### config.mk
export PLATFORM = sky130hd
export DESIGN_NAME = smc_strobe_top
export DESIGN_NICKNAME = d
export VERILOG_FILES = /design/src/verilog/smc_state_pkg.sv /design/src/verilog/smc_timing_pkg.sv /design/src/verilog/smc_read_timing.sv /design/src/verilog/smc_strobe_drive.sv /design/src/verilog/smc_strobe_top.sv /design/src/verilog/smc_write_timing.sv
export SDC_FILE = /design/constraint.sdc
export NUM_CORES = 1
export LEC_CHECK = 0
export ABC_AREA = 1
export ABC_CLOCK_PERIOD_IN_PS = 2500
export BUFFER_PORTS_ARGS = -buffer_cell sky130_fd_sc_hd__buf_2
export CAP_MARGIN = 20
export CORE_UTILIZATION = 45
export DETAILED_ROUTE_END_ITERATION = 8
export PLACE_DENSITY = 0.79
export SKIP_LAST_GASP = 1
export SLEW_MARGIN = 20
export SYNTH_ARGS = -nofsm -noshare
export SYNTH_HDL_FRONTEND = slang
export SYNTH_HIERARCHICAL = 1
export SYNTH_SLANG_ARGS = --single-unit
export TNS_END_PERCENT = 5
### constraint.sdc
create_clock -name sys_clk25 -period 2.5 [get_ports sys_clk25]
set_input_delay 0.375 -clock sys_clk25 [delete_from_list [all_inputs] [get_ports sys_clk25]]
set_output_delay 0.375 -clock sys_clk25 [all_outputs]
set_load 0.005 [all_outputs]
### src/verilog/smc_state_pkg.sv
// Controller state encoding
package smc_state_pkg;

   //------------------------------------------------------------
   // State word
   //------------------------------------------------------------

   localparam int SMC_STATE_W = 5;          // One bit per state

   // One-hot controller states, driven by the external FSM
   typedef enum logic [SMC_STATE_W-1:0]
   {
      SMC_IDLE  = 5'b00001,                 // No access in progress
      SMC_LE    = 5'b00010,                 // Leading edge wait
      SMC_RW    = 5'b00100,                 // Read/write strobe phase
      SMC_STORE = 5'b01000,                 // Store read data
      SMC_FLOAT = 5'b10000                  // Bus turnaround
   } smc_state_t;

endpackage

### src/verilog/smc_timing_pkg.sv
// Strobe timing types
package smc_timing_pkg;

   //------------------------------------------------------------
   // Widths
   //------------------------------------------------------------

   localparam int WS_W     = 8;             // Wait-state count
   localparam int EDGE_W   = 2;             // Edge settings
   localparam int BE_W     = 4;             // Byte enables
   localparam int EDGE_MAX = 3;             // Latest edge setting

   //------------------------------------------------------------
   // Wait-state word
   //------------------------------------------------------------

   // Count seen whole or as groups of four plus a phase
   typedef union packed
   {
      logic [WS_W-1:0] raw;                 // Whole count
      struct packed
      {
         logic [WS_W-EDGE_W-1:0] ws_hi;     // Groups of four cycles
         logic [EDGE_W-1:0]      ws_lo;     // Phase within group
      } split;
   } ws_word_u;

   // Timing registers supplied by the controller
   typedef struct packed
   {
      logic [EDGE_W-1:0] wele_count;        // Write leading edge counter
      logic [EDGE_W-1:0] wele_store;        // Write leading edge setting
      logic [EDGE_W-1:0] wete_store;        // Write trailing edge setting
      logic [EDGE_W-1:0] oete_store;        // Output enable trailing edge
      ws_word_u          ws_count;          // Running wait-state count
      ws_word_u          ws_store;          // Programmed wait states
   } smc_timing_t;

   // Access request from the controller
   typedef struct packed
   {
      logic            valid_access;        // Load new access values
      logic            n_read;              // Low for read
      logic            cs;                  // Chip select
      logic [BE_W-1:0] n_be;                // Active-low byte enables
   } smc_access_t;

endpackage

### src/verilog/smc_read_timing.sv
// Read strobe window
`timescale 1ns/1ps

module smc_read_timing
(
   input  smc_state_pkg::smc_state_t   r_smc_currentstate,
   input  smc_timing_pkg::smc_timing_t timing,
   output logic                        rd_window
);

   import smc_state_pkg::*;
   import smc_timing_pkg::*;

   logic     from_store;                        // Counter reloads this cycle
   ws_word_u ws;                                // Wait-state word in use
   logic     oe_before;                         // OE edge ahead of phase
   logic     group_left;                        // Whole groups still to go
   logic     oe_on_phase;                       // OE edge on last phase
   logic     count_zero;                        // No wait states

   //------------------------------------------------------------
   // Select wait-state source
   //------------------------------------------------------------

   // LE and STORE see the counter before its reload
   assign from_store = (r_smc_currentstate == SMC_LE)
                       || (r_smc_currentstate == SMC_STORE);
   assign ws         = from_store ? timing.ws_store : timing.ws_count;

   //------------------------------------------------------------
   // Window rule
   //------------------------------------------------------------

   assign oe_before   = timing.oete_store < ws.split.ws_lo;
   assign group_left  = ws.split.ws_hi != '0;
   assign oe_on_phase = (timing.oete_store == ws.split.ws_lo) && !group_left;
   assign count_zero  = ws.raw == '0;

   // Exact phase match only counts from the stored value
   assign rd_window = oe_before || group_left || count_zero
                      || (from_store && oe_on_phase);

endmodule

### src/verilog/smc_strobe_drive.sv
// Strobe output registers
`timescale 1ns/1ps

module smc_strobe_drive
(
   input  logic                              sys_clk25,
   input  logic                              n_sys_reset25,
   input  smc_timing_pkg::smc_access_t       access,
   input  smc_state_pkg::smc_state_t         r_smc_currentstate,
   input  smc_state_pkg::smc_state_t         smc_nextstate,
   input  logic                              smc_done,
   input  logic                              mac_done,
   input  logic                              rd_window,
   output logic                              smc_n_rd,
   output logic                              smc_n_ext_oe,
   output logic                              smc_busy,
   output logic                              n_r_read,
   output logic                              r_cs,
   output logic [smc_timing_pkg::BE_W-1:0]   n_r_we,
   output logic                              n_r_wr
);

   import smc_state_pkg::*;

   logic mac_clear;                             // Last access of a burst
   logic wr_new;                                // New write request
   logic wr_held;                               // Write still in progress
   logic next_store;                            // Heading into STORE
   logic next_idle;                             // Heading into IDLE
   logic next_rw;                               // Heading into strobe phase
   logic write_cond;                            // Drive write strobes
   logic oe_cond;                               // Drive external bus

   assign mac_clear  = smc_done & mac_done;
   assign wr_new     = access.valid_access & access.n_read;
   assign wr_held    = n_r_read & ~access.valid_access;
   assign next_store = smc_nextstate == SMC_STORE;
   assign next_idle  = smc_nextstate == SMC_IDLE;
   assign next_rw    = smc_nextstate == SMC_RW;
   assign write_cond = ~next_store & (wr_new | wr_held);
   assign oe_cond    = ~next_store & (wr_new | (wr_held & ~next_idle));

   //------------------------------------------------------------
   // Cycle hold and busy
   //------------------------------------------------------------

   always_ff @(posedge sys_clk25 or negedge n_sys_reset25)
   begin
      if (!n_sys_reset25)
      begin
         n_r_read <= 1'b0;
         r_cs     <= 1'b0;
         smc_busy <= 1'b0;
      end
      else
      begin
         if (access.valid_access)
         begin
            n_r_read <= access.n_read;         // Latch direction
            r_cs     <= access.cs;
         end
         else if (mac_clear)
         begin
            n_r_read <= 1'b0;                  // Burst finished
            r_cs     <= 1'b0;
         end
         smc_busy <= ~next_idle;
      end
   end

   //------------------------------------------------------------
   // Write enables and bus drive
   //------------------------------------------------------------

   always_ff @(posedge sys_clk25 or negedge n_sys_reset25)
   begin
      if (!n_sys_reset25)
      begin
         n_r_we       <= '1;
         n_r_wr       <= 1'b1;
         smc_n_ext_oe <= 1'b1;
      end
      else
      begin
         n_r_we       <= write_cond ? access.n_be : '1;  // Byte lanes follow n_be
         n_r_wr       <= ~write_cond;
         smc_n_ext_oe <= ~oe_cond;             // Bus driven only for writes
      end
   end

   //------------------------------------------------------------
   // Read strobe
   //------------------------------------------------------------

   always_ff @(posedge sys_clk25 or negedge n_sys_reset25)
   begin
      if (!n_sys_reset25)
      begin
         smc_n_rd <= 1'b1;
      end
      else if (next_rw)
      begin
         if (access.valid_access)
         begin
            smc_n_rd <= access.n_read;         // First cycle of access
         end
         else
         begin
            smc_n_rd <= rd_window ? n_r_read : 1'b1;
         end
      end
      else
      begin
         smc_n_rd <= 1'b1;
      end
   end

endmodule

### src/verilog/smc_strobe_top.sv
// Static memory strobe generator
`timescale 1ns/1ps

module smc_strobe_top
(
   input  logic                              sys_clk25,
   input  logic                              n_sys_reset25,
   input  smc_timing_pkg::smc_access_t       access,
   input  smc_timing_pkg::smc_timing_t       timing,
   input  smc_state_pkg::smc_state_t         r_smc_currentstate,
   input  smc_state_pkg::smc_state_t         smc_nextstate,
   input  logic                              smc_done,
   input  logic                              mac_done,
   output logic                              smc_n_rd,
   output logic                              smc_n_ext_oe,
   output logic                              smc_busy,
   output logic                              n_r_read,
   output logic                              r_cs,
   output logic                              r_full,
   output logic                              smc_half_cycle,
   output logic [smc_timing_pkg::BE_W-1:0]   n_r_we,
   output logic                              n_r_wr
);

   logic rd_window;                             // Read strobe allowed

   // Full and half cycle write qualifiers
   smc_write_timing u_write_timing
   (
      .sys_clk25          (sys_clk25),
      .n_sys_reset25      (n_sys_reset25),
      .r_smc_currentstate (r_smc_currentstate),
      .smc_nextstate      (smc_nextstate),
      .timing             (timing),
      .valid_access       (access.valid_access),
      .smc_done           (smc_done),
      .r_full             (r_full),
      .half_cycle         (smc_half_cycle)
   );

   // OE trailing edge against wait states
   smc_read_timing u_read_timing
   (
      .r_smc_currentstate (r_smc_currentstate),
      .timing             (timing),
      .rd_window          (rd_window)
   );

   //------------------------------------------------------------
   // Registered strobes
   //------------------------------------------------------------

   smc_strobe_drive u_strobe_drive
   (
      .sys_clk25          (sys_clk25),
      .n_sys_reset25      (n_sys_reset25),
      .access             (access),
      .r_smc_currentstate (r_smc_currentstate),
      .smc_nextstate      (smc_nextstate),
      .smc_done           (smc_done),
      .mac_done           (mac_done),
      .rd_window          (rd_window),
      .smc_n_rd           (smc_n_rd),
      .smc_n_ext_oe       (smc_n_ext_oe),
      .smc_busy           (smc_busy),
      .n_r_read           (n_r_read),
      .r_cs               (r_cs),
      .n_r_we             (n_r_we),
      .n_r_wr             (n_r_wr)
   );

endmodule

### src/verilog/smc_write_timing.sv
// Write strobe timing
`timescale 1ns/1ps

module smc_write_timing
(
   input  logic                        sys_clk25,
   input  logic                        n_sys_reset25,
   input  smc_state_pkg::smc_state_t   r_smc_currentstate,
   input  smc_state_pkg::smc_state_t   smc_nextstate,
   input  smc_timing_pkg::smc_timing_t timing,
   input  logic                        valid_access,
   input  logic                        smc_done,
   output logic                        r_full,
   output logic                        half_cycle
);

   import smc_state_pkg::*;
   import smc_timing_pkg::*;

   //------------------------------------------------------------
   // Edge rules
   //------------------------------------------------------------

   // Full cycle when the trailing edge falls before the count ends
   function automatic logic full_rule
   (
      input logic [EDGE_W-1:0] edge_pos,
      input ws_word_u          ws,
      input logic              wele_ok
   );
      full_rule = ((edge_pos < ws.split.ws_lo) || (ws.split.ws_hi != '0)) && wele_ok;
   endfunction

   // Half cycle when the edge lands on the last phase
   function automatic logic half_rule
   (
      input logic [EDGE_W-1:0] edge_pos,
      input ws_word_u          ws,
      input logic              wele_ok,
      input logic              zero_ok
   );
      half_rule = ((edge_pos == ws.split.ws_lo) && (ws.split.ws_hi == '0) && wele_ok)
                  || (zero_ok && (ws.raw == '0));
   endfunction

   //------------------------------------------------------------
   // Shared terms
   //------------------------------------------------------------

   logic              wele_lt2;                 // Leading edge nearly done
   logic              wele_cnt_zero;            // Leading edge counter expired
   logic              wele_str_zero;            // No leading edge programmed
   logic              wete_last;                // Trailing edge at latest phase
   logic [EDGE_W-1:0] wete_inc;                 // Trailing edge one phase on
   logic              full_d;                   // Next full-cycle flag
   logic              half_raw;                 // Half cycle before masking

   assign wele_lt2      = timing.wele_count < EDGE_W'(2);
   assign wele_cnt_zero = timing.wele_count == '0;
   assign wele_str_zero = timing.wele_store == '0;
   assign wete_last     = timing.wete_store == EDGE_W'(EDGE_MAX);
   assign wete_inc      = timing.wete_store + EDGE_W'(1); // No wrap as wete_last takes 3

   //------------------------------------------------------------
   // Per-state decode
   //------------------------------------------------------------

   always_comb
   begin
      full_d   = 1'b0;
      half_raw = 1'b0;
      if (smc_nextstate == SMC_RW)              // Only entering the strobe phase
      begin
         case (r_smc_currentstate)
            SMC_LE:
            begin
               full_d   = full_rule(timing.wete_store, timing.ws_count, wele_lt2);
               half_raw = half_rule(timing.wete_store, timing.ws_count, wele_lt2, 1'b1);
            end
            SMC_STORE:
            begin
               // Stricter leading edge check after a store
               full_d   = full_rule(timing.wete_store, timing.ws_count, wele_cnt_zero);
               half_raw = half_rule(timing.wete_store, timing.ws_count, wele_lt2, 1'b1);
            end
            SMC_RW, SMC_FLOAT:
            begin
               if (valid_access)
               begin
                  full_d   = 1'b0;              // Fresh access restarts timing
                  half_raw = 1'b0;
               end
               else if (smc_done)
               begin
                  // Back to back access reloads the counters from the stores
                  full_d   = full_rule(timing.wete_store, timing.ws_store, wele_str_zero);
                  half_raw = half_rule(timing.wete_store, timing.ws_store, wele_str_zero, 1'b1);
               end
               else if (wete_last)
               begin
                  full_d   = (timing.ws_count.raw > WS_W'(4)) && wele_lt2;
                  half_raw = (timing.ws_count.split.ws_lo == '0)
                             && (timing.ws_count.split.ws_hi == (WS_W-EDGE_W)'(1))
                             && wele_lt2;
               end
               else
               begin
                  full_d   = full_rule(wete_inc, timing.ws_count, wele_lt2);
                  half_raw = half_rule(wete_inc, timing.ws_count, wele_lt2, 1'b0);
               end
            end
            default:
            begin
               full_d   = 1'b0;                 // Idle never starts a write
               half_raw = 1'b0;
            end
         endcase
      end
   end

   //------------------------------------------------------------
   // Outputs
   //------------------------------------------------------------

   always_ff @(posedge sys_clk25 or negedge n_sys_reset25)
   begin
      if (!n_sys_reset25)
      begin
         r_full <= 1'b0;
      end
      else
      begin
         r_full <= full_d;
      end
   end

   assign half_cycle = half_raw & ~r_full;      // Full cycle overrides half

endmodule
==> reports/results.tsv <==
metric	value	unit
Syn Nets	242	
Max Cap Viol	0	
cell count after synthesis	188	
post-synthesis mux area share	0	%
number of nets at the end of the flow	304	
r2r setup slk	1.58	ns
CTS Root Cell	clkbuf_4	
worst hold path type	in -> reg	
slowest stage delay, CP	0.29	ns
Initial Util	49.7	%
vias per std cell	4.50	
Final Max Tran Viols	0	
Worst R2R Start	u_strobe_drive/n_r_read$_DFFE_PN0P_	
Die X	52.4	um
CP max stage cell	ha_1	
CP cell instances	buf_2 > ha_1 > ha_1 > inv_1 > nor3_1 > nand2_1 > nand2_1 > nand2_1 > nand2_1 > nand2_1 > a21oi_2 > buf_2	
full die area	0.00274	mm^2
largest net degree at the start of global routing	12	
CTS tree	built	
post-CTS setup buffers	0	
Post-Syn Area	0.00114	mm^2
first drt pass iteration count	4	
final WL	2520	um
WP buf/inv	3	
RSZ-0062 raised after global routing	no	
reg2reg end	u_strobe_drive/n_r_we[0]$_DFF_PN1_	
I/O Buffers	56	
synthesized flop and latch total	11	
# H-tree levels	1	
Tcrit/Tclk final	84.3	%
Setup crit start	timing[18]	
Worst-Skew Late Latency	0.26	ns
total power	0.473	mW
GRT Util Overall	20.1	%
Worst path most repeated cell	nand2_1	
post-synthesis sequential area ratio	24.9	%
clk slew on worst S/H paths	0.06	ns
CP Launch Type	input port	
vias	1246	
Netlist cell types	23	
slew of the pin with the lowest slew margin	0.241	ns
clock buffer count from CTS	3	
maximum clock path buffer count	2	
fillers	237	
Worst Reg-to-Reg Cells	4	
gpl congestion	0.880	
# diodes	0	
max frequency	474	MHz
outcome	finished clean	
Critical Path RT	2.12	ns
grt total ovfl	0	
syn_area_per_cell	6.07	um^2
setup violators final	0	
post-layout min period	2.11	ns
Cell Pwr Density	317	mW/mm^2
chip height	52.4	um
antenna violations before repair	0	
hold buffers post-CTS	1	
Layout area overhead	30.8	%
core area	0.00230	mm^2
Detail Route Antenna Nets	0	
Site Rows	17	
drt initial violations	13	
post-synthesis compound-gate area fraction	7.89	%
Worst Setup End Kind	output port	
most common cell after layout, fill and taps aside	buf_2	
adder-cell share of the synthesized area	9.87	%
vias in the first global route	1053	
critical path type	in -> out	
Worst path top cell family by delay	adder cells	
Setup TNS	0	ns
simple-gate share of the synthesized area	41.6	%
final hold vios	0	
# clock sinks	11	
CP Max Fanout	3	
worst endpoint data arrival time	1.73	ns
synth warn	6	
Setup crit end	smc_half_cycle	
critical path depth in cells	12	
share of layout cells above drive strength 1	32.9	%
DRC errors left	0	
Max IR drop VDD	0.000370	V
DR WL/cell	9.11	um
Worst Skew	0.00336	ns
XOR/XNOR share of the synthesized area	0	%
leakage power	0.907	nW
post-cts repair resize count	0	
Final Util	65.0	%
Post-DP HPWL	2190	um
I/O pins	57	
main combinational cell family by area after synthesis	simple AND/OR/NAND/NOR gates	
slew margin rel.	83.9	%
commonest non-fill, non-tap cells in the layout	buf_2, nand2_1, inv_1, nor2_1, nand3_1	
first-pass GRT wire length	4150	um
## state kept, by name (all words and copies together) (netlist names)
signal,count
u_strobe_drive/n_r_we,4
u_strobe_drive/smc_n_ext_oe,1
u_strobe_drive/smc_n_rd,1
u_strobe_drive/n_r_read,1
u_strobe_drive/n_r_wr,1
u_write_timing/r_full,1
u_strobe_drive/smc_busy,1
u_strobe_drive/r_cs,1
## worst min path at each step
stage                             start                                   to  slack, ns  depth (start not counted)
after floorplan           n_sys_reset25  u_strobe_drive/n_r_read$_DFFE_PN0P_       0.08                          0
after global placement    n_sys_reset25    u_strobe_drive/smc_busy$_DFF_PN0_       0.25                          1
after CTS                     access[1]   u_strobe_drive/n_r_we[1]$_DFF_PN1_       0.29                          3
after global routing          access[2]   u_strobe_drive/n_r_we[2]$_DFF_PN1_       0.29                          3
after detailed placement  n_sys_reset25    u_strobe_drive/smc_busy$_DFF_PN0_       0.25                          1
final                         access[1]   u_strobe_drive/n_r_we[1]$_DFF_PN1_       0.30                          3
## synth_stat cells
master,count,area share (%)
o21bai_1,1,0.66
dfrtp_1,4,8.8
nor2_2,2,1.1
or2_0,1,0.55
and2_4,1,0.77
o21ai_0,4,1.8
nor3b_2,1,1.1
ha_1,9,9.9
nor2_4,2,2.0
nor2_1,25,8.2
dfstp_2,7,16
a21oi_1,5,2.2
nand3_1,11,4.8
nand4_1,1,0.55
nand2_2,5,2.7
o21a_1,1,0.66
nand2_1,53,17
inv_2,2,0.66
nor3_1,4,1.8
or2_2,1,0.55
inv_1,46,15
a21oi_2,1,0.77
o31ai_4,1,1.9
## report_power, final
part	internal, mW	switching, mW
Combinational	0.0714	0.0873
Sequential	0.194	0.00386
Clock	0.0617	0.0546
Total	0.327	0.146
## final cells by class
cell class              instances  area, um^2  area share [%]
multi-input cells             129         677            45.3
repair buffers                 57         290            19.4
flip-flops and latches         11         284            19.0
inverters                      48         180            12.1
well taps                      28        35.0            2.35
clock buffers                   4        26.3            1.76
## worst reg2reg max path, cell delays in order, from the launching register on
cell and delay, ns:
dfrtp_1 0.38, nand2_1 0.06, and2_4 0.14, nor2_4 0.17, nand2_1 0.10
## stage by stage
| step | hold slack [ns] | instance area [um^2] | setup slack [ns] | instances |
|---|---|---|---|---|
| 3_5_place_dp | 0.252 | 1460 | 0.394 | 272 |
| 5_1_grt | 0.291 | 1490 | 0.269 | 277 |
| 2_1_floorplan | 0.0794 | 1140 | 0.689 | 188 |
| 6_report | 0.298 | 1490 | 0.392 | 277 |
| 4_1_cts | 0.290 | 1490 | 0.391 | 277 |
| 3_3_place_gp | 0.246 | 1460 | 0.410 | 272 |
## cells by family after synthesis
kind of cell | count (synthesis)
and+or+nand+nor | 107
buffers and inverters | 48
AOI/OAI and AO/OA | 13
DFF | 11
adders and majority gates | 9
## layer usage
metal / vias to the layer above / routed length (um) / track usage (%)
met3: 2 / 132 / 4.35
met5: - / 0 / 0
met4: 0 / 16 / 2.63
li1: 682 / - / -
met1: 530 / 1200 / 25.3
met2: 32 / 1170 / 35.4
Power figures use the tool's default switching activity.
